## config.mk

```make
export PLATFORM = sky130hd
export DESIGN_NAME = dispatch_issue_ctrl_flat
export DESIGN_NICKNAME = d
export VERILOG_FILES = /design/src/dispatch_pkg.sv /design/src/dispatch_rob_if.sv /design/src/dispatch_issue_ctrl.sv /design/src/flat_wrapper.sv
export VERILOG_INCLUDE_DIRS = /design/src
export SDC_FILE = /design/constraint.sdc
export NUM_CORES = 1
export LEC_CHECK = 0
export ABC_CLOCK_PERIOD_IN_PS = 950
export BUFFER_PORTS_ARGS = -buffer_cell sky130_fd_sc_hd__buf_2
export CAP_MARGIN = 10
export CORE_AREA = 10 10 47 49
export DETAILED_ROUTE_END_ITERATION = 10
export DIE_AREA = 0 0 57 59
export GPL_TIMING_DRIVEN = 0
export PLACE_DENSITY = 0.34
export SYNTH_ARGS = -nofsm -noshare
export SYNTH_HDL_FRONTEND = slang
export SYNTH_SLANG_ARGS = --single-unit
```

## constraint.sdc

```tcl
create_clock -name vclk -period 0.95
set_input_delay 0.0475 -clock vclk [all_inputs]
set_output_delay 0.0475 -clock vclk [all_outputs]
set_load 0.01 [all_outputs]
```

## src/dispatch_settings.svh

```systemverilog
// Sizing macros for the vector dispatch stage, included by the package, the RTL and the testbench
`ifndef DISPATCH_SETTINGS_SVH
`define DISPATCH_SETTINGS_SVH

// Micro-ops taken from the queue per cycle
`define DP_NUM_UOP      2
// Shared VRF read ports
`define DP_NUM_VRF_PORT 4

`define DP_ROB_DEPTH    8
`define DP_ROB_IDX_W    3

`define DP_VLEN         128
`define DP_REG_IDX_W    5
`define DP_XLEN         32

// Source slots per micro-op: vs2, vs1, vs3
`define DP_NUM_SRC      3

`endif
```

## src/dispatch_pkg.sv

```systemverilog
// Types shared by the dispatch RTL and testbench; compile before any module that imports it
`include "dispatch_settings.svh"

package dispatch_pkg;

    // Target reservation station
    typedef enum logic [0:0] {
        EXE_ALU = 1'b0,
        EXE_MUL = 1'b1
    } exe_unit_e;

    // Source slot, listed in VRF port allocation order
    typedef enum logic [1:0] {
        SRC_VS2 = 2'd0,
        SRC_VS1 = 2'd1,
        SRC_VS3 = 2'd2
    } src_e;

    localparam int PORT_SEL_W = $clog2(`DP_NUM_VRF_PORT);

    typedef struct packed {
        exe_unit_e                exe_unit;
        logic [5:0]               funct6;
        logic [`DP_REG_IDX_W-1:0] vs1;
        logic [`DP_REG_IDX_W-1:0] vs2;
        logic [`DP_REG_IDX_W-1:0] vd;
        logic                     vs1_valid;
        logic                     vs2_valid;
        logic                     vs3_valid;
        logic                     vd_valid;
        logic [`DP_XLEN-1:0]      rs1_data;
        logic                     last_uop;
    } uop_t;

    typedef struct packed {
        logic                     valid;
        logic                     w_valid;
        logic [`DP_REG_IDX_W-1:0] w_index;
        logic [`DP_VLEN-1:0]      w_data;
    } rob_entry_t;

    typedef struct packed {
        logic [`DP_ROB_IDX_W-1:0] rob_tag;
        logic [5:0]               funct6;
        logic [`DP_VLEN-1:0]      vs1_data;
        logic                     vs1_valid;
        logic [`DP_VLEN-1:0]      vs2_data;
        logic                     vs2_valid;
        logic [`DP_VLEN-1:0]      vs3_data;
        logic                     vs3_valid;
        logic [`DP_XLEN-1:0]      rs1_data;
    } rs_payload_t;

    typedef struct packed {
        logic [`DP_REG_IDX_W-1:0] vd_index;
        logic                     vd_valid;
        logic                     last_uop;
    } rob_push_t;

    // Whether a micro-op reads the given source slot
    function automatic logic uop_src_valid(uop_t u, src_e s);
        case (s)
            SRC_VS2: return u.vs2_valid;
            SRC_VS1: return u.vs1_valid;
            default: return u.vs3_valid;
        endcase
    endfunction

    // Register index of a source slot; vs3 is read from the vd index
    function automatic logic [`DP_REG_IDX_W-1:0] uop_src_index(uop_t u, src_e s);
        case (s)
            SRC_VS2: return u.vs2;
            SRC_VS1: return u.vs1;
            default: return u.vd;
        endcase
    endfunction

endpackage

```

## src/dispatch_rob_if.sv

```systemverilog
// ROB match results, passed from ROB matching to operand selection and issue control
`timescale 1ns/1ps
`include "dispatch_settings.svh"

interface dispatch_rob_if;

    // Youngest writer has produced its data
    logic [`DP_NUM_UOP-1:0][`DP_NUM_SRC-1:0]               byp_hit;
    logic [`DP_NUM_UOP-1:0][`DP_NUM_SRC-1:0][`DP_VLEN-1:0] byp_data;
    // Youngest writer still pending
    logic [`DP_NUM_UOP-1:0]                                rob_raw;
    // Micro-op 1 reads what micro-op 0 writes
    logic                                                  uop_raw;

    modport match (
        output byp_hit,
        output byp_data,
        output rob_raw,
        output uop_raw
    );

    modport sel (input byp_hit, input byp_data);

    modport ctrl (input rob_raw, input uop_raw);

endinterface

```

## src/dispatch_issue_ctrl.sv

```systemverilog
// In-order dual-issue control of the dispatch stage, driving every valid and ready
`timescale 1ns/1ps
`include "dispatch_settings.svh"

module dispatch_issue_ctrl (
    input  logic                                       clk,
    input  logic                                       rst_n,
    input  logic [`DP_NUM_UOP-1:0]                     uop_valid,
    input  dispatch_pkg::exe_unit_e [`DP_NUM_UOP-1:0]  uop_unit,
    input  logic                                       strct_hazard,
    input  logic [`DP_NUM_UOP-1:0]                     alu_ready,
    input  logic [`DP_NUM_UOP-1:0]                     mul_ready,
    input  logic [`DP_NUM_UOP-1:0]                     rob_ready,
    dispatch_rob_if.ctrl                               rob,
    output logic [`DP_NUM_UOP-1:0]                     uop_ready,
    output logic [`DP_NUM_UOP-1:0]                     alu_valid,
    output logic [`DP_NUM_UOP-1:0]                     mul_valid,
    output logic [`DP_NUM_UOP-1:0]                     rob_valid
);
    import dispatch_pkg::*;

    logic [`DP_NUM_UOP-1:0] rs_ready;
    logic [`DP_NUM_UOP-1:0] issue;

    // Ready of the station each slot targets
    always_comb begin
        for (int i = 0; i < `DP_NUM_UOP; i++) begin
            rs_ready[i] = (uop_unit[i] == EXE_ALU) ? alu_ready[i] : mul_ready[i];
        end
    end

    assign issue[0] = uop_valid[0] & ~rob.rob_raw[0] & rs_ready[0] & rob_ready[0];

    // Micro-op 1 goes only together with micro-op 0
    assign issue[1] = issue[0] & uop_valid[1] & ~rob.rob_raw[1] & ~rob.uop_raw &
                      ~strct_hazard & rs_ready[1] & rob_ready[1];

    always_comb begin
        for (int i = 0; i < `DP_NUM_UOP; i++) begin
            alu_valid[i] = issue[i] & (uop_unit[i] == EXE_ALU);
            mul_valid[i] = issue[i] & (uop_unit[i] == EXE_MUL);
        end
    end

    // Queue pops and ROB pushes follow issue exactly
    assign uop_ready = issue;
    assign rob_valid = issue;

    // Whatever station slot 1 reaches, slot 0 reached one too
    a_in_order: assert property (
        @(posedge clk) disable iff (!rst_n)
        (alu_valid[1] | mul_valid[1]) |-> (alu_valid[0] | mul_valid[0]) && rob_valid[0]
    ) else $error("issue_ctrl: micro-op 1 issued without micro-op 0");

    genvar g;
    generate
        for (g = 0; g < `DP_NUM_UOP; g++) begin : gen_one_station
            a_one_station: assert property (
                @(posedge clk) disable iff (!rst_n)
                !(alu_valid[g] && mul_valid[g])
            ) else $error("issue_ctrl: slot %0d sent to both stations", g);
        end
    endgenerate

endmodule

```

## src/flat_wrapper.sv

```systemverilog
// flat-port wrapper written by rule: the top's interface ports become plain ports
module dispatch_issue_ctrl_flat import dispatch_pkg::*;
  (clk, rst_n, uop_valid, uop_unit, strct_hazard, alu_ready, mul_ready, rob_ready, uop_ready, alu_valid, mul_valid, rob_valid, rob_rob_raw, rob_uop_raw);
  dispatch_rob_if rob_i ();
  input  logic clk;
  input  logic rst_n;
  input  logic [`DP_NUM_UOP-1:0] uop_valid;
  input  dispatch_pkg::exe_unit_e [`DP_NUM_UOP-1:0] uop_unit;
  input  logic strct_hazard;
  input  logic [`DP_NUM_UOP-1:0] alu_ready;
  input  logic [`DP_NUM_UOP-1:0] mul_ready;
  input  logic [`DP_NUM_UOP-1:0] rob_ready;
  output logic [`DP_NUM_UOP-1:0] uop_ready;
  output logic [`DP_NUM_UOP-1:0] alu_valid;
  output logic [`DP_NUM_UOP-1:0] mul_valid;
  output logic [`DP_NUM_UOP-1:0] rob_valid;
  input wire logic [$bits(rob_i.rob_raw)-1:0] rob_rob_raw;
  input wire logic [$bits(rob_i.uop_raw)-1:0] rob_uop_raw;
  assign rob_i.rob_raw = rob_rob_raw;
  assign rob_i.uop_raw = rob_uop_raw;
  dispatch_issue_ctrl u_core (.clk(clk), .rst_n(rst_n), .uop_valid(uop_valid), .uop_unit(uop_unit), .strct_hazard(strct_hazard), .alu_ready(alu_ready), .mul_ready(mul_ready), .rob_ready(rob_ready), .rob(rob_i), .uop_ready(uop_ready), .alu_valid(alu_valid), .mul_valid(mul_valid), .rob_valid(rob_valid));
endmodule
```

==> flow_metrics.py, run 1 <==
metrics = {
    "layout": {
        "final_util_pct": 22.3,
        "multi_input_area_um2": 118,
        "final_common_cell": "buf_2",
        "fillCellCount": 171,
        "regArea_um2": 0,
        "clkbuf_count": 0,
        "n_antenna_cell": 0,
        "nets": 57,
        "area_growth_pct": 191,
        "final_area_um2": 313,
        "drive_above_1_share_pct": 79.5,
        "seq_cell_count": 0,
        "layout_common_cells": "17 x buf_2, 6 x buf_6, 3 x buf_4",
    },
    "timing": {
        "hold_viol": 0,
        "setup_viol": 6,
        "rsz0062_at_grt": "true",
        "fmax_mhz": 848,
        "drv_slew": 0,
        "hold_ws_ns": 0.469,
        "worst_slack_ns": -0.229,
        "worst_pin_slew_ns": 0.292,
        "timing.final.crit_share_pct": 124,
        "layout_min_cycle_time_ns": 1.18,
        "max_slew_margin_pct": 80.0,
    },
    "routing": {
        "vias": 202,
        "wirelength_um": 646,
        "ant_nets": 0,
        "drc_errors": 0,
        "wl_per_cell_um": 11.7,
        "drtPass1Iterations": 4,
        "drtIter0Drc": 7,
        "vias_per_cell": 3.67,
    },
    "setup_path": {
        "worstSetupEndpointType": "output pin",
        "path_class": "in -> out",
        "setup.worst_path.start": "rob_rob_raw[0]",
        "required_ns": 0.90,
        "cp.arrival_ns": 1.13,
        "crit_path_max_fanout": 3,
        "startpoint_type": "input pin",
    },
    "power_and_ir_drop": {
        "p_sw_w": 0.0000312,
        "pwr-share-seq_pct": 0,
        "cellInternalPower_w": 0.0000445,
        "power.density_nw_per_um2": 242,
        "ir_worst_vdd_mv": 0.107,
        "combPwrFrac_pct": 100.0,
        "finalPower_w": 0.0000757,
        "p_clk_share_pct": 0,
        "p_leak_nw": 0.161,
        "swShare_pct": 41.2,
    },
    "floorplan": {
        "fp.dieW_um": 57,
        "rows": 14,
        "die_h_um": 59,
        "start_util_pct": 7.68,
        "design.die.area_um2": 3360,
        "floorplan.io_pins": 24,
        "core_um2": 1400,
    },
    "synthesis": {
        "netlist_area_um2": 108,
        "synth_nets": 31,
        "synthTopCellsByCount": "2 x buf_4, 2 x nor2_1",
        "synth_area_leaders": "a2111oi_2 14%, buf_4 14%, and4b_1 9.3%, mux2i_1 9.3%, and4_1 8.1%",
        "seq_area_frac_synth_pct": 0,
        "synth_top_area_share_pct": 14.0,
        "yosysTopAreaCell": "a2111oi_2",
        "synth_warnings": 0,
        "yosysUniqueCellTypes": 13,
        "synth.avg_cell_area_um2": 7.17,
        "netlist_instances": 15,
    },
    "grt": {
        "globalRouteTotalUtil_pct": 3.54,
        "antenna_found_initial": 0,
        "grt_overflow": 0,
        "grt_pass1_wl_mm": 1.02,
        "grt_pass1_vias": 231,
        "grtUsageMet2_pct": 2.79,
        "use_met3_pct": 4.29,
        "grt.busiest_layer": "met1",
        "grtUsageMet1_pct": 5.21,
        "grt_max_degree": 4,
    },
    "hold_path": {
        "holdCritStartpoint": "alu_ready[0]",
        "hold_path_class": "in -> out",
    },
    "flow_run": {
        "max_cap_violations": 0,
    },
    "placed_design": {
        "port_buffers": 22,
        "gp_congestion": 0.650,
        "postPlaceCellArea_um2": 246,
    },
    "clocking": {
        "holdBufCountCts": 0,
    },
    "status": {
        "failed_checks": "setup timing",
        "status": "finished, violations left",
    },
}
-- metal layers --
metal  routed length, um  vias to the layer above
met1                 327                       76
met3                 211                        0
li1                    -                      104
met2                 107                       22
met5                   0                        -
met4                   0                        0
-- kinds of logic after synthesis --
| logic type | Yosys count | share of synthesized area [%] |
|---|---|---|
| muxes | 1 | 9.30 |
| and+or+nand+nor | 10 | 58.2 |
| AOI/OAI and AO/OA | 2 | 18.6 |
| buffers and inverters | 2 | 13.9 |
-- power groups by stage --
stage,logic (W),registers (W),clock network [W]
finish,0.0000757,0,0
global route,0.0000841,0,0
CTS,0.0000699,0,0
detailed placement,0.0000583,0,0
global placement,0.0000568,0,0
floorplan,0.0000214,0,0
-- worst max-delay path, stage by stage --
cell	delay, ns
buf_6	0.08
nand3b_1	0.20
a2111oi_4	0.37
and3_4	0.25
buf_6	0.09
buf_6	0.08
-- repair_timing --
item,CTS,global route
endpoints found under the setup margin,4,5
pin swaps,5,2
gates resized for setup,4,5
hold endpoints to repair,0,0
setup buffers,1,1
-- area by class of cell --
type                            count  area share (%)
Multi-Input combinational cell     13            37.6
Timing Repair Buffer               24            50.0
Tap cell                           16            6.40
Buffer                              2            6.00
-- stage by stage --
stage | setup slack [ns] | cells | TNS [ns]
detailed placement | -0.375 | 53 | -1.27
finish | -0.229 | 55 | -0.939
CTS | -0.252 | 54 | -0.877
global route | -0.289 | 55 | -1.38
floorplan | -0.105 | 15 | -0.153
global placement | -0.362 | 53 | -1.22
-- final timing paths --
kind                       end  cells past startpoint
setup / recovery  uop_ready[1]                      6
hold / removal    alu_valid[0]                      4
No activity file was read; power rests on OpenSTA's default activity.
==> run 2: changes to the inputs <==
--- a/config.mk
+++ b/config.mk
@@ -14,5 +14,4 @@
 export DIE_AREA = 0 0 57 59
 export GPL_TIMING_DRIVEN = 0
-export PLACE_DENSITY = 0.34
 export SYNTH_ARGS = -nofsm -noshare
 export SYNTH_HDL_FRONTEND = slang
==> constraint.sdc (replaced) <==
create_clock -name vclk -period 0.95
set_input_delay 0.0475 -clock vclk [all_inputs]
set_output_delay 0.0475 -clock vclk [all_outputs]
set_load 0.02 [all_outputs]
==> run 2 against run 1 <==
Net effect:
- the run still ends with setup timing left
- via count shrank 7.4%
- critical path depth unchanged
- die area unchanged
- global-route usage down 0.69 points
- final cell count decreased by 3.6%
- core utilization decreased by 1.2 points
- setup slack lost 0.038 ns
==> flow_metrics.py, run 2 (synthesized netlist as in run 1, its figures left out) <==
metrics = {
    "timing": {
        "max_slew_margin_pct": 81.1,
        "drv_slew": 0,
        "worst_pin_slew_ns": 0.276,
        "setup_viol": 4,
        "hold_viol": 0,
        "worst_slack_ns": -0.267,
        "timing.final.crit_share_pct": 128,
        "layout_min_cycle_time_ns": 1.22,
        "rsz0062_at_grt": "true",
        "setup-tns-final_ns": -0.958,
        "fmax_mhz": 822,
    },
    "routing": {
        "drc_errors": 0,
        "ant_nets": 0,
        "drtIter0Drc": 2,
        "vias": 187,
        "wl_per_cell_um": 10.8,
        "vias_per_cell": 3.53,
        "wirelength_um": 570,
        "drtPass1Iterations": 2,
    },
    "floorplan": {
        "rows": 14,
        "core_um2": 1400,
        "start_util_pct": 7.68,
        "die_h_um": 59,
        "floorplan.io_pins": 24,
        "design.die.area_um2": 3360,
        "fp.dieW_um": 57,
    },
    "power_and_ir_drop": {
        "p_leak_nw": 0.150,
        "ir_worst_vdd_mv": 0.0432,
        "power.density_nw_per_um2": 243,
    },
    "layout": {
        "layout_common_cells": "17 x buf_2, 5 x buf_6, 2 x nor2_1, 2 x buf_4",
        "seq_cell_count": 0,
        "nets": 55,
        "area_growth_pct": 174,
        "final_common_cell": "buf_2",
        "regArea_um2": 0,
        "drive_above_1_share_pct": 81.1,
        "clkbuf_count": 0,
        "final_util_pct": 21.1,
        "n_antenna_cell": 0,
        "fillCellCount": 173,
    },
    "setup_path": {
        "crit_path_max_fanout": 3,
        "cp.arrival_ns": 1.17,
        "required_ns": 0.90,
        "startpoint_type": "input pin",
        "path_class": "in -> out",
        "worstSetupEndpointType": "output pin",
    },
    "grt": {
        "grt_max_degree": 5,
        "grt_pass1_wl_um": 862,
        "globalRouteTotalUtil_pct": 2.85,
        "antenna_found_initial": 0,
        "grt_pass1_vias": 190,
        "grt_overflow": 0,
    },
    "placed_design": {
        "gp_congestion": 0.564,
        "pre_cts_slack_ns": -0.334,
        "port_buffers": 22,
    },
    "clocking": {
        "holdBufCountCts": 0,
    },
    "status": {
        "failed_checks": "setup timing",
        "status": "finished, violations left",
    },
    "hold_path": {
        "holdPathStages": 3,
        "hold_path_class": "in -> out",
    },
    "flow_run": {
        "max_cap_violations": 0,
    },
}
## run 2: changes by cell type in the layout (fill, tap and decap cells not counted), sizes merged
| cell | previous run | this run |
|---|---|---|
| buf | 26 | 24 |
## run 2: repair_timing
| item | in CTS | in global routing |
|---|---|---|
| resized for setup | 6 | 2 |
| endpoints found under the hold margin | 0 | 0 |
| pin swaps | 3 | 3 |
| buffers inserted | 0 | 0 |
| setup endpoints to repair | 4 | 5 |
## run 2: area by class of cell
| type | instances | area (um2) | area share [%] |
|---|---|---|---|
| timing repair buffer | 22 | 138 | 46.6 |
| multi-input combinational | 13 | 119 | 40.3 |
| tap | 16 | 20.0 | 6.78 |
| buffer | 2 | 18.8 | 6.36 |
## run 2: layer usage
layer,vias to the layer above,global-route usage (%),wire length (um)
met5,-,0,0
met4,0,0,0
met3,0,0.429,27
met2,6,6.98,380
met1,83,2.26,162
li1,98,-,-
## run 2: path summary, 6_finish.rpt
check,startpoint,to,slack [ns]
max,rob_uop_raw,uop_ready[1],-0.27
min,rob_ready[1],alu_valid[1],0.52
## run 2: power by group
part	internal, W	leakage [nW]	switching, W	total [W]
combinational	0.0000401	0.150	0.0000316	0.0000717
sequential	0	0	0	0
clock	0	0	0	0
## run 2: per-stage QoR
stage                      power, W  cell area (um2)  hold WS, ns  cells
after floorplan           0.0000307              134        0.271     15
after global placement    0.0000656              264        0.514     53
after detailed placement  0.0000666              264        0.523     53
after CTS                 0.0000692              285        0.504     53
after global routing      0.0000785              295        0.531     53
final                     0.0000717              295        0.522     53
## run 2: worst max-delay path, stage by stage
cell and delay (ns):
buf_6 0.09, or2_4 0.24, a2111oi_4 0.35, and3_4 0.25, buf_6 0.09, buf_6 0.10
