**config.mk**
```make
export PLATFORM = sky130hd
export DESIGN_NAME = dispatch_vrf_port_alloc
export DESIGN_NICKNAME = d
export VERILOG_FILES = /design/src/dispatch_pkg.sv /design/src/dispatch_vrf_port_alloc.sv
export VERILOG_INCLUDE_DIRS = /design/src
export SDC_FILE = /design/constraint.sdc
export NUM_CORES = 1
export LEC_CHECK = 0
export BUFFER_PORTS_ARGS = -buffer_cell sky130_fd_sc_hd__buf_2
export CAP_MARGIN = 20
export CORE_ASPECT_RATIO = 1.5
export CORE_MARGIN = 3
export CORE_UTILIZATION = 39
export DETAILED_ROUTE_END_ITERATION = 10
export PLACE_DENSITY_LB_ADDON = 0.05
export SLEW_MARGIN = 20
export SYNTH_ARGS = -nofsm -noshare
export SYNTH_HDL_FRONTEND = slang
export SYNTH_SLANG_ARGS = --single-unit
```
**constraint.sdc**
```tcl
create_clock -name vclk -period 10.36
set_input_delay 0.518 -clock vclk [all_inputs]
set_output_delay 0.518 -clock vclk [all_outputs]
set_load 0.05 [all_outputs]
```
**src/dispatch_settings.svh**
```systemverilog
// Sizing macros for the vector dispatch stage, included by the package, the RTL and the testbench
`ifndef DISPATCH_SETTINGS_SVH
`define DISPATCH_SETTINGS_SVH

// Micro-ops taken from the queue per cycle
`define DP_NUM_UOP      2
// Shared VRF read ports
`define DP_NUM_VRF_PORT 4

`define DP_ROB_DEPTH    8
`define DP_ROB_IDX_W    3

`define DP_VLEN         128
`define DP_REG_IDX_W    5
`define DP_XLEN         32

// Source slots per micro-op: vs2, vs1, vs3
`define DP_NUM_SRC      3

`endif
```
**src/dispatch_pkg.sv**
```systemverilog
// Types shared by the dispatch RTL and testbench; compile before any module that imports it
`include "dispatch_settings.svh"

package dispatch_pkg;

    // Target reservation station
    typedef enum logic [0:0] {
        EXE_ALU = 1'b0,
        EXE_MUL = 1'b1
    } exe_unit_e;

    // Source slot, listed in VRF port allocation order
    typedef enum logic [1:0] {
        SRC_VS2 = 2'd0,
        SRC_VS1 = 2'd1,
        SRC_VS3 = 2'd2
    } src_e;

    localparam int PORT_SEL_W = $clog2(`DP_NUM_VRF_PORT);

    typedef struct packed {
        exe_unit_e                exe_unit;
        logic [5:0]               funct6;
        logic [`DP_REG_IDX_W-1:0] vs1;
        logic [`DP_REG_IDX_W-1:0] vs2;
        logic [`DP_REG_IDX_W-1:0] vd;
        logic                     vs1_valid;
        logic                     vs2_valid;
        logic                     vs3_valid;
        logic                     vd_valid;
        logic [`DP_XLEN-1:0]      rs1_data;
        logic                     last_uop;
    } uop_t;

    typedef struct packed {
        logic                     valid;
        logic                     w_valid;
        logic [`DP_REG_IDX_W-1:0] w_index;
        logic [`DP_VLEN-1:0]      w_data;
    } rob_entry_t;

    typedef struct packed {
        logic [`DP_ROB_IDX_W-1:0] rob_tag;
        logic [5:0]               funct6;
        logic [`DP_VLEN-1:0]      vs1_data;
        logic                     vs1_valid;
        logic [`DP_VLEN-1:0]      vs2_data;
        logic                     vs2_valid;
        logic [`DP_VLEN-1:0]      vs3_data;
        logic                     vs3_valid;
        logic [`DP_XLEN-1:0]      rs1_data;
    } rs_payload_t;

    typedef struct packed {
        logic [`DP_REG_IDX_W-1:0] vd_index;
        logic                     vd_valid;
        logic                     last_uop;
    } rob_push_t;

    // Whether a micro-op reads the given source slot
    function automatic logic uop_src_valid(uop_t u, src_e s);
        case (s)
            SRC_VS2: return u.vs2_valid;
            SRC_VS1: return u.vs1_valid;
            default: return u.vs3_valid;
        endcase
    endfunction

    // Register index of a source slot; vs3 is read from the vd index
    function automatic logic [`DP_REG_IDX_W-1:0] uop_src_index(uop_t u, src_e s);
        case (s)
            SRC_VS2: return u.vs2;
            SRC_VS1: return u.vs1;
            default: return u.vd;
        endcase
    endfunction

endpackage

```
**src/dispatch_vrf_port_alloc.sv**
```systemverilog
// Hands out the shared VRF read ports to used sources in order and flags the structural hazard
`timescale 1ns/1ps
`include "dispatch_settings.svh"

module dispatch_vrf_port_alloc (
    input  dispatch_pkg::uop_t [`DP_NUM_UOP-1:0]                     uop,
    output logic [`DP_NUM_VRF_PORT-1:0][`DP_REG_IDX_W-1:0]           vrf_rd_index,
    output logic [`DP_NUM_UOP-1:0][`DP_NUM_SRC-1:0]
                 [dispatch_pkg::PORT_SEL_W-1:0]                      port_sel,
    output logic                                                     strct_hazard
);
    import dispatch_pkg::*;

    logic [`DP_NUM_UOP-1:0][`DP_NUM_SRC-1:0] src_used;
    logic [`DP_NUM_UOP-1:0][`DP_NUM_SRC-1:0] src_grant;

    always_comb begin
        for (int u = 0; u < `DP_NUM_UOP; u++) begin
            for (int s = 0; s < `DP_NUM_SRC; s++) begin
                src_used[u][s] = uop_src_valid(uop[u], src_e'(s));
            end
        end
    end

    // Micro-op 0 alone never exceeds the ports, so only micro-op 1 can overflow
    assign strct_hazard = ($countones(src_used) > `DP_NUM_VRF_PORT);

    // Ports in order: uop0 vs2, vs1, vs3, then uop1 vs2, vs1, vs3
    always_comb begin
        logic [PORT_SEL_W:0] next_port;
        next_port    = '0;
        vrf_rd_index = '0;
        port_sel     = '0;
        src_grant    = '0;
        for (int u = 0; u < `DP_NUM_UOP; u++) begin
            for (int s = 0; s < `DP_NUM_SRC; s++) begin
                if (src_used[u][s] && (u == 0 || !strct_hazard)) begin
                    src_grant[u][s] = 1'b1;
                    port_sel[u][s]  = next_port[PORT_SEL_W-1:0];
                    vrf_rd_index[next_port[PORT_SEL_W-1:0]] =
                        uop_src_index(uop[u], src_e'(s));
                    next_port = next_port + 1'b1;
                end
            end
        end
    end

    // Each granted source owns its port exclusively
    always_comb begin
        logic [`DP_NUM_VRF_PORT-1:0] claimed;
        logic                        port_clash;
        claimed    = '0;
        port_clash = 1'b0;
        for (int u = 0; u < `DP_NUM_UOP; u++) begin
            for (int s = 0; s < `DP_NUM_SRC; s++) begin
                if (src_grant[u][s]) begin
                    port_clash           = port_clash | claimed[port_sel[u][s]];
                    claimed[port_sel[u][s]] = 1'b1;
                end
            end
        end
        assert final (!port_clash)
            else $error("vrf_port_alloc: two sources share one read port");
    end

endmodule

```
==> flow_summary_export.csv, run 1 <==
group,metric,value,unit
run_status,outcome,"completed",
floorplan,num_rows,25,
timing,fin_crit_sh,58.2,%
clock_tree,cts-hold-fix-buffers,0,
placement,hpwl,3780,um
job,cap_violations,0,
timing,worstMarginPinSlew,0.650,ns
logic_synthesis,synth.most_common_cell,"nor2_1",
grt,grt-ovfl-total,0,
logic_synthesis,yosysTopAreaCellShare,13.6,%
clock_tree,cts_resized,0,
power,power_density,156,nW/um2
worst_setup_path,cp-start-kind,"input port",
logic_synthesis,syn_inst,193,
floorplan,die_h,78.9,um
cells_and_area,synthToLayoutAreaGrowth,23.3,%
timing,fin_crit,6.03,ns
worst_setup_path,cp-end-kind,"output port",
power,power_switching_share,72.1,%
timing,slew_viol_final,0,
logic_synthesis,synth.distinct_cells,37,
worst_setup_path,critPathKind,"in2out",
clock_tree,cts_setup_buffers,0,
cells_and_area,clockBufferCount,0,
logic_synthesis,yosysWarnings,0,
logic_synthesis,synthTopCellsByArea,"ha_1 (14%), mux2_1 (8.2%), mux2_2 (8.2%)",
detailed_routing,vias,1612,
floorplan,die_w,54.6,um
logic_synthesis,synth_top_area_cell,"ha_1",
grt,antenna_found_initial,0,
detailed_routing,wl_per_cell,15.1,um
worst_setup_path,endpoint,"vrf_rd_index[14]",
detailed_routing,vias_per_cell,5.56,
worst_setup_path,cp.required,9.84,ns
cells_and_area,layout-drive-gt1-share,35.2,%
grt,grt_max_degree,19,
worst_setup_path,path_max_fanout,18,
floorplan,dieArea,4300,um2
detailed_routing,drtPass1Iterations,4,
grt,gr-usage-all-layers,20.9,%
timing,tns,0,ns
power,ir_drop,0.147,mV
logic_synthesis,synth_area_per_cell,7.15,um2
power,cellInternalPower,0.0743,mW
placement,place_congestion,0.825,
cells_and_area,register_area,0,um2
grt,grt_pass1_vias,1552,
placement,io_buffers,66,
power,p_seq_share,0,%
cells_and_area,num_antenna_cells,0,
cells_and_area,final_core_util,51.8,%
floorplan,core-area,3280,um2
worst_setup_path,cp-startpoint,"uop[34]",
floorplan,boundaryPins,151,
grt,grt_pass1_wl,6910,um
power,power.share.combinational,100.0,%
cells_and_area,seq_cells,0,
logic_synthesis,syn_area,1380,um2
detailed_routing,wirelength,4390,um
logic_synthesis,ys_top_cells_by_count,"nor2_1 (30), nand2_1 (25), a31oi_1 (15), ha_1 (15), nand3_1 (12)",
timing,rsz0062_at_grt,"false",
power,p_sw,0.192,mW
cells_and_area,finalNonFillerCells,290,
power,leakage,0.861,nW
detailed_routing,antenna_left,0,
placement,placed_cells,290,
logic_synthesis,yosysSeqAreaShare,0,%
worst_setup_path,crit_arrival,5.51,ns
cells_and_area,fill_cells,363,
timing,setup_viol,0,
timing,max_freq,166,MHz
floorplan,initial_utilization,42.0,%
hold_path,hold_path.class,"in2out",
timing,relSlewSlack,56.7,%
cells_and_area,fin_nets,388,
timing,hold_violations,0,
detailed_routing,drt_iter0_markers,62,
power,clkPwrFrac,0,%
detailed_routing,drc,0,
worst min path at each step:
stage | start | slack (ns) | depth (start not counted) | to
global placement | uop[97] | 1.51 | 3 | vrf_rd_index[1]
finish | uop[97] | 1.51 | 3 | vrf_rd_index[1]
floorplan | uop[96] | 1.33 | 1 | vrf_rd_index[5]
CTS | uop[96] | 1.52 | 3 | vrf_rd_index[0]
detailed placement | uop[98] | 1.51 | 3 | vrf_rd_index[17]
global route | uop[97] | 1.53 | 3 | vrf_rd_index[1]
worst max-delay path: stages:
cell	delay, ns
buf_2	0.18
fa_1	0.55
inv_1	0.05
fa_1	0.47
inv_1	0.04
ha_1	0.18
fa_1	0.44
o21ai_2	0.53
nand2_1	0.29
inv_1	0.13
ha_1	0.29
inv_1	0.11
ha_1	0.23
nor2_1	0.33
nand2_1	0.18
a211oi_4	0.41
mux2_2	0.38
buf_2	0.21
layer usage:
layer / vias up / global-route usage, % / wire length, um
li1: 817 / - / -
met1: 742 / 23.5 / 1610
met2: 47 / 40.4 / 2520
met3: 6 / 1.31 / 181
met4: 0 / 3.74 / 74
met5: - / 0 / 0
final cells by class:
cell class | instances | area, um2 | area share [%]
well taps | 40 | 50.0 | 2.94
multi-input cells | 171 | 1270 | 74.6
repair buffers | 66 | 330 | 19.4
inverters | 13 | 51.3 | 3.01
metrics by stage:
stage / worst slack, ns / instance area (um2) / total power, mW / hold WS (ns)
6_report: 4.33 / 1700 / 0.266 / 1.51
3_5_place_dp: 4.30 / 1700 / 0.268 / 1.51
4_1_cts: 4.30 / 1700 / 0.268 / 1.52
3_3_place_gp: 4.29 / 1700 / 0.267 / 1.51
2_1_floorplan: 5.21 / 1390 / 0.213 / 1.33
5_1_grt: 3.99 / 1700 / 0.286 / 1.53
placed cells by master (no fill, tap or decap), types with 2 or more instances in the layout:
master / netlist / layout
a21oi_1: 2 / 2
a221oi_1: 10 / 10
a31oi_1: 15 / 15
and3_1: 7 / 7
buf_2: 2 / 66
conb_1: 1 / 3
fa_1: 3 / 3
ha_1: 15 / 15
inv_1: 11 / 11
mux2_1: 10 / 10
mux2_2: 10 / 10
nand2_1: 25 / 25
nand3_1: 12 / 12
nand4_1: 5 / 5
nor2_1: 30 / 30
o31ai_1: 5 / 5
or3_1: 5 / 5
cells by family (layout without fill, tap and decap cells):
group           after synthesis  in the layout  share of synthesized area, %
fa+ha+maj                    18             18                          18.0
compound gates               37             37                          23.4
mux                          20             20                          16.3
other cells                   1              3                         0.272
buf+inv                      24             79                          8.52
simple gates                 93             93                          33.5
power by group through the flow:
stage | Sequential (mW) | Clock [mW] | Combinational (mW)
finish | 0 | 0 | 0.266
CTS | 0 | 0 | 0.268
global placement | 0 | 0 | 0.267
floorplan | 0 | 0 | 0.213
detailed placement | 0 | 0 | 0.268
global route | 0 | 0 | 0.286
(Power assumes the default switching activity.)
==> run 2: changes to the inputs <==
--- a/config.mk
+++ b/config.mk
@@ -10,7 +10,7 @@
 export CAP_MARGIN = 20
 export CORE_ASPECT_RATIO = 1.5
 export CORE_MARGIN = 3
-export CORE_UTILIZATION = 39
+export CORE_UTILIZATION = 37
 export DETAILED_ROUTE_END_ITERATION = 10
 export PLACE_DENSITY_LB_ADDON = 0.05
 export SLEW_MARGIN = 20
==> constraint.sdc (replaced) <==
create_clock -name vclk -period 6.1
set_input_delay 0.305 -clock vclk [all_inputs]
set_output_delay 0.305 -clock vclk [all_outputs]
set_load 0.05 [all_outputs]
==> run 2 against run 1 <==
Compared with the run above: die area up 4.9%; total power grew 73%; critical path depth did not move; largest power group unchanged; utilization shrank 2.6 points; combinational power up 73%; hold slack got worse by 0.43 ns; final area increased by 0.59%.
==> flow_summary_export.csv, run 2 (same netlist as run 1, synthesis figures left out) <==
group,metric,value,unit
worst_setup_path,slowest_delay,0.56,ns
power,ir_drop,0.234,mV
worst_setup_path,endpoint,"vrf_rd_index[14]",
timing,worstMarginPinSlew,0.563,ns
cells_and_area,num_antenna_cells,0,
worst_setup_path,crit_chain,"buf_2 -> fa_1 -> inv_1 -> fa_1 -> inv_1 -> ha_1 -> fa_1 -> o21ai_2 -> buf_4 -> a21oi_1 -> a21oi_1 -> inv_1 -> ha_1 -> nor2_1 -> nand2_1 -> a211oi_4 -> mux2_2 -> buf_2",
cells_and_area,synthToLayoutAreaGrowth,24.0,%
cells_and_area,register_area,0,um2
worst_setup_path,cp-end-kind,"output port",
grt,gr-usage-all-layers,21.6,%
cells_and_area,final_common_cell,"buf_2",
worst_setup_path,cp.required,5.79,ns
floorplan,core-area,3480,um2
timing,fin_crit_sh,86.4,%
power,totalPowerFinal,0.460,mW
worst_setup_path,cp-startpoint,"uop[34]",
hold_path,hold_path.class,"in2out",
grt,antenna_found_initial,0,
job,cap_violations,0,
floorplan,die_w,55.9,um
detailed_routing,vias_per_cell,5.61,
run_status,outcome,"completed",
placement,io_buffers,66,
detailed_routing,wirelength,4910,um
cells_and_area,seq_cells,0,
detailed_routing,drtPass1Iterations,4,
detailed_routing,wl_per_cell,16.7,um
grt,grt-ovfl-total,0,
clock_tree,cts-hold-fix-buffers,0,
hold_path,hp-start,"uop[96]",
worst_setup_path,path_max_fanout,17,
timing,relSlewSlack,62.2,%
floorplan,boundaryPins,151,
grt,grt_pass1_vias,1609,
detailed_routing,antenna_left,0,
floorplan,initial_utilization,39.6,%
timing,fin_crit,5.27,ns
cells_and_area,clockBufferCount,0,
power,clkPwrFrac,0,%
power,p_sw,0.332,mW
timing,slew_viol_final,0,
power,power.share.combinational,100.0,%
power,cellInternalPower,0.129,mW
floorplan,dieArea,4510,um2
cells_and_area,fin_nets,389,
clock_tree,cts_resized,0,
worst_setup_path,cp-start-kind,"input port",
grt,grt_max_degree,18,
power,power_density,269,nW/um2
timing,rsz0062_at_grt,"false",
placement,place_congestion,0.932,
floorplan,num_rows,26,
cells_and_area,layout-drive-gt1-share,35.5,%
timing,setup_viol,0,
grt,grt_pass1_wl,7820,um
worst_setup_path,crit_path_top_delay_cell,"fa_1",
power,leakage,0.866,nW
cells_and_area,final_cell_mix,"buf_2 (66), nor2_1 (30), nand2_1 (25), a31oi_1 (15), ha_1 (15)",
clock_tree,cts_setup_buffers,0,
power,power_switching_share,72.0,%
power,p_seq_share,0,%
detailed_routing,vias,1643,
timing,max_freq,190,MHz
placement,hpwl,4020,um
worst_setup_path,critPathKind,"in2out",
detailed_routing,drc,0,
timing,hold_violations,0,
worst_setup_path,crit_arrival,4.97,ns
detailed_routing,drt_iter0_markers,54,
floorplan,die_h,80.8,um
timing,tns,0,ns
-- run 2: cell types whose count changed in the layout (fill, tap and decap cells not counted) --
cell / before / now
buf_4: 0 / 1
-- run 2: routing by layer --
layer	GRT usage (%)	wire (um)	up-vias	share of wire, %
li1	-	-	822	-
met1	28.0	2040	737	42
met2	38.4	2400	76	49
met3	0.954	309	8	6.3
met4	7.36	154	0	3.1
met5	0	0	-	0
-- run 2: power by group through the flow --
stage	combinational (mW)	clock, mW	sequential [mW]
after floorplan	0.361	0	0
after global placement	0.460	0	0
after detailed placement	0.461	0	0
after CTS	0.463	0	0
after global routing	0.493	0	0
final	0.460	0	0
-- run 2: final cells by class --
cell class                      count  area [um2]
Fill cell                         394        1770
Inverter                           13        51.3
Multi-Input combinational cell    171        1270
Tap cell                           42        52.6
Timing Repair Buffer               67         338
-- run 2: through the flow --
step | hold WS (ns) | std cells | setup slack (ns) | cell area, um2 | utilization, %
2_1_floorplan | 0.906 | 195 | 1.38 | 1390 | -
3_3_place_gp | 1.08 | 293 | 0.802 | 1710 | 49.2
3_5_place_dp | 1.08 | 293 | 0.784 | 1710 | 49.2
4_1_cts | 1.09 | 293 | 0.772 | 1710 | 49.2
5_1_grt | 1.11 | 293 | 0.461 | 1710 | 49.2
6_report | 1.08 | 293 | 0.829 | 1710 | 49.2
-- run 2: how the worst min path moves through the flow --
| stage | end | depth (start not counted) | slack [ns] |
|---|---|---|---|
| final | vrf_rd_index[15] | 3 | 1.08 |
| after global routing | vrf_rd_index[16] | 3 | 1.11 |
| after CTS | vrf_rd_index[2] | 3 | 1.09 |
| after detailed placement | vrf_rd_index[0] | 3 | 1.08 |
| after global placement | vrf_rd_index[17] | 3 | 1.08 |
| after floorplan | vrf_rd_index[5] | 1 | 0.91 |
-- run 2: worst max-delay path: cells and delay by family --
family | cells | cell delay, ns
and+or+nand+nor | 2 | 0.52
adders and majority gates | 5 | 1.93
buffers and inverters | 6 | 0.82
AOI/OAI and AO/OA | 4 | 0.99
muxes | 1 | 0.39
==> run 3: changes to the inputs <==
--- a/config.mk
+++ b/config.mk
@@ -10,7 +10,7 @@
 export CAP_MARGIN = 20
 export CORE_ASPECT_RATIO = 1.5
 export CORE_MARGIN = 3
-export CORE_UTILIZATION = 37
+export CORE_UTILIZATION = 33
 export DETAILED_ROUTE_END_ITERATION = 10
 export PLACE_DENSITY_LB_ADDON = 0.05
 export SLEW_MARGIN = 20
==> constraint.sdc (replaced) <==
create_clock -name vclk -period 4.25
set_input_delay 0.2125 -clock vclk [all_inputs]
set_output_delay 0.2125 -clock vclk [all_outputs]
set_load 0.05 [all_outputs]
==> run 3 against run 2 <==
Compared with the run above: utilization is 6.4 points higher; routed wire length is 6.3% higher; worst setup slack worse by 0.76 ns; final cell count is 7.8% higher; critical path depth is 1 higher; via count is 4.5% higher; global-route usage is 1.3 points lower; non-clock buffer count is 20 higher; first-iteration DRC count is 13% higher; largest power group unchanged; highest routed layer unchanged.
==> flow_summary_export.csv, run 3 (same netlist as run 1, synthesis figures left out) <==
group,metric,value,unit
run_status,outcome,"completed",
worst_setup_path,cp-end-kind,"output port",
hold_path,hold_path.class,"in2out",
cells_and_area,layout-drive-gt1-share,50.2,%
grt,gr-usage-all-layers,20.3,%
detailed_routing,wl_per_cell,16.5,um
detailed_routing,vias_per_cell,5.43,
detailed_routing,vias,1717,
cells_and_area,seq_cells,0,
floorplan,initial_utilization,34.6,%
timing,fin_crit_sh,98.5,%
power,power_density,411,nW/um2
placement,io_buffers,66,
cells_and_area,synthToLayoutAreaGrowth,60.9,%
detailed_routing,antenna_left,0,
detailed_routing,wirelength,5220,um
worst_setup_path,cp-startpoint,"uop[34]",
power,clkPwrFrac,0,%
grt,antenna_found_initial,0,
grt,grt_max_degree,13,
cells_and_area,register_area,0,um2
hold_path,holdPathStages,3,
floorplan,core-area,3990,um2
timing,slew_viol_final,0,
timing,rsz0062_at_grt,"true",
cells_and_area,fin_nets,409,
placement,pre_cts_ws,-0.108,ns
detailed_routing,drtPass1Iterations,4,
timing,setup_viol,0,
worst_setup_path,crit_arrival,3.97,ns
worst_setup_path,crit_path_top_delay_cell,"fa_1",
power,totalPowerFinal,0.913,mW
floorplan,die_h,85.2,um
job,cap_violations,0,
floorplan,boundaryPins,151,
power,cellInternalPower,0.376,mW
power,p_seq_share,0,%
detailed_routing,drc,0,
detailed_routing,drt_iter0_markers,61,
timing,hold_violations,0,
worst_setup_path,slowest_delay,0.52,ns
worst_setup_path,critPathKind,"in2out",
floorplan,num_rows,28,
power,ir_drop,0.470,mV
floorplan,die_w,58.8,um
timing,max_freq,239,MHz
worst_setup_path,cp_common_cell,"fa_1",
cells_and_area,final_cell_mix,"buf_2 (45), nor2_1 (29), nand2_1 (23), mux2_4 (20), buf_4 (16)",
power,leakage,1.07,nW
worst_setup_path,cp.required,4.04,ns
cells_and_area,final_common_cell,"buf_2",
worst_setup_path,path_max_fanout,5,
timing,fin_crit,4.18,ns
grt,grt_pass1_vias,1624,
timing,fin_hold_ws,0.827,ns
worst_setup_path,crit_chain,"buf_6 -> fa_1 -> inv_1 -> fa_1 -> inv_1 -> ha_2 -> fa_1 -> o21ai_4 -> nand2_2 -> inv_2 -> ha_4 -> inv_4 -> ha_4 -> nor2_4 -> nand2_4 -> a211oi_4 -> buf_12 -> mux2_4 -> buf_8",
cells_and_area,clockBufferCount,0,
placement,place_congestion,0.852,
placement,hpwl,4150,um
floorplan,dieArea,5010,um2
power,power.share.combinational,100.0,%
grt,grt-ovfl-total,0,
worst_setup_path,cp-start-kind,"input port",
grt,grt_pass1_wl,8120,um
cells_and_area,num_antenna_cells,0,
clock_tree,cts-hold-fix-buffers,0,
power,p_sw,0.536,mW
worst_setup_path,endpoint,"vrf_rd_index[14]",
timing,finalWorstSetupSlack,0.0656,ns
power,power_switching_share,58.8,%
## run 3: critical path: cells and delay by family
kind	cells	cell delay, ns
mux	1	0.30
buf+inv	7	0.65
fa+ha+maj	6	2.08
simple gates	3	0.28
compound gates	2	0.44
## run 3: layout make-up
cell class                 count  area (um2)
fill                         403        1770
multi-input combinational    171        1460
timing repair buffer          87         652
tap                           45        56.3
inverter                      13        53.8
## run 3: per-stage QoR
stage	TNS [ns]	std cells	util (%)	cell area, um2
after floorplan	-0.00525	195	-	1490
after global placement	-0.777	314	49.4	1970
after detailed placement	-0.937	314	49.4	1970
after CTS	-0.000980	315	50.6	2020
after global routing	-1.45	316	55.6	2220
final	0	316	55.6	2220
## run 3: routing by layer
layer,global-route usage (%),vias up,wire length [um]
met2,36.9,58,2760
li1,-,859,-
met5,0,-,0
met4,3.51,0,155
met3,1.52,12,259
met1,25.7,788,2050
## run 3: timing repair
item | in CTS | in global routing
pin swaps | 4 | 4
endpoints found under the setup margin | 16 | 20
resized for setup | 14 | 62
buffers inserted | 1 | 1
## run 3: worst min-delay path by stage
| stage | start | endpoint |
|---|---|---|
| detailed placement | uop[96] | vrf_rd_index[15] |
| CTS | uop[96] | vrf_rd_index[10] |
| floorplan | uop[93] | port_sel[10] |
| global placement | uop[97] | vrf_rd_index[16] |
| finish | uop[98] | vrf_rd_index[12] |
| global route | uop[97] | vrf_rd_index[11] |
## run 3: power groups by stage
stage | clock [mW] | sequential [mW] | combinational (mW)
after floorplan | 0 | 0 | 0.576
after global placement | 0 | 0 | 0.768
after detailed placement | 0 | 0 | 0.768
after CTS | 0 | 0 | 0.800
after global routing | 0 | 0 | 0.972
final | 0 | 0 | 0.913
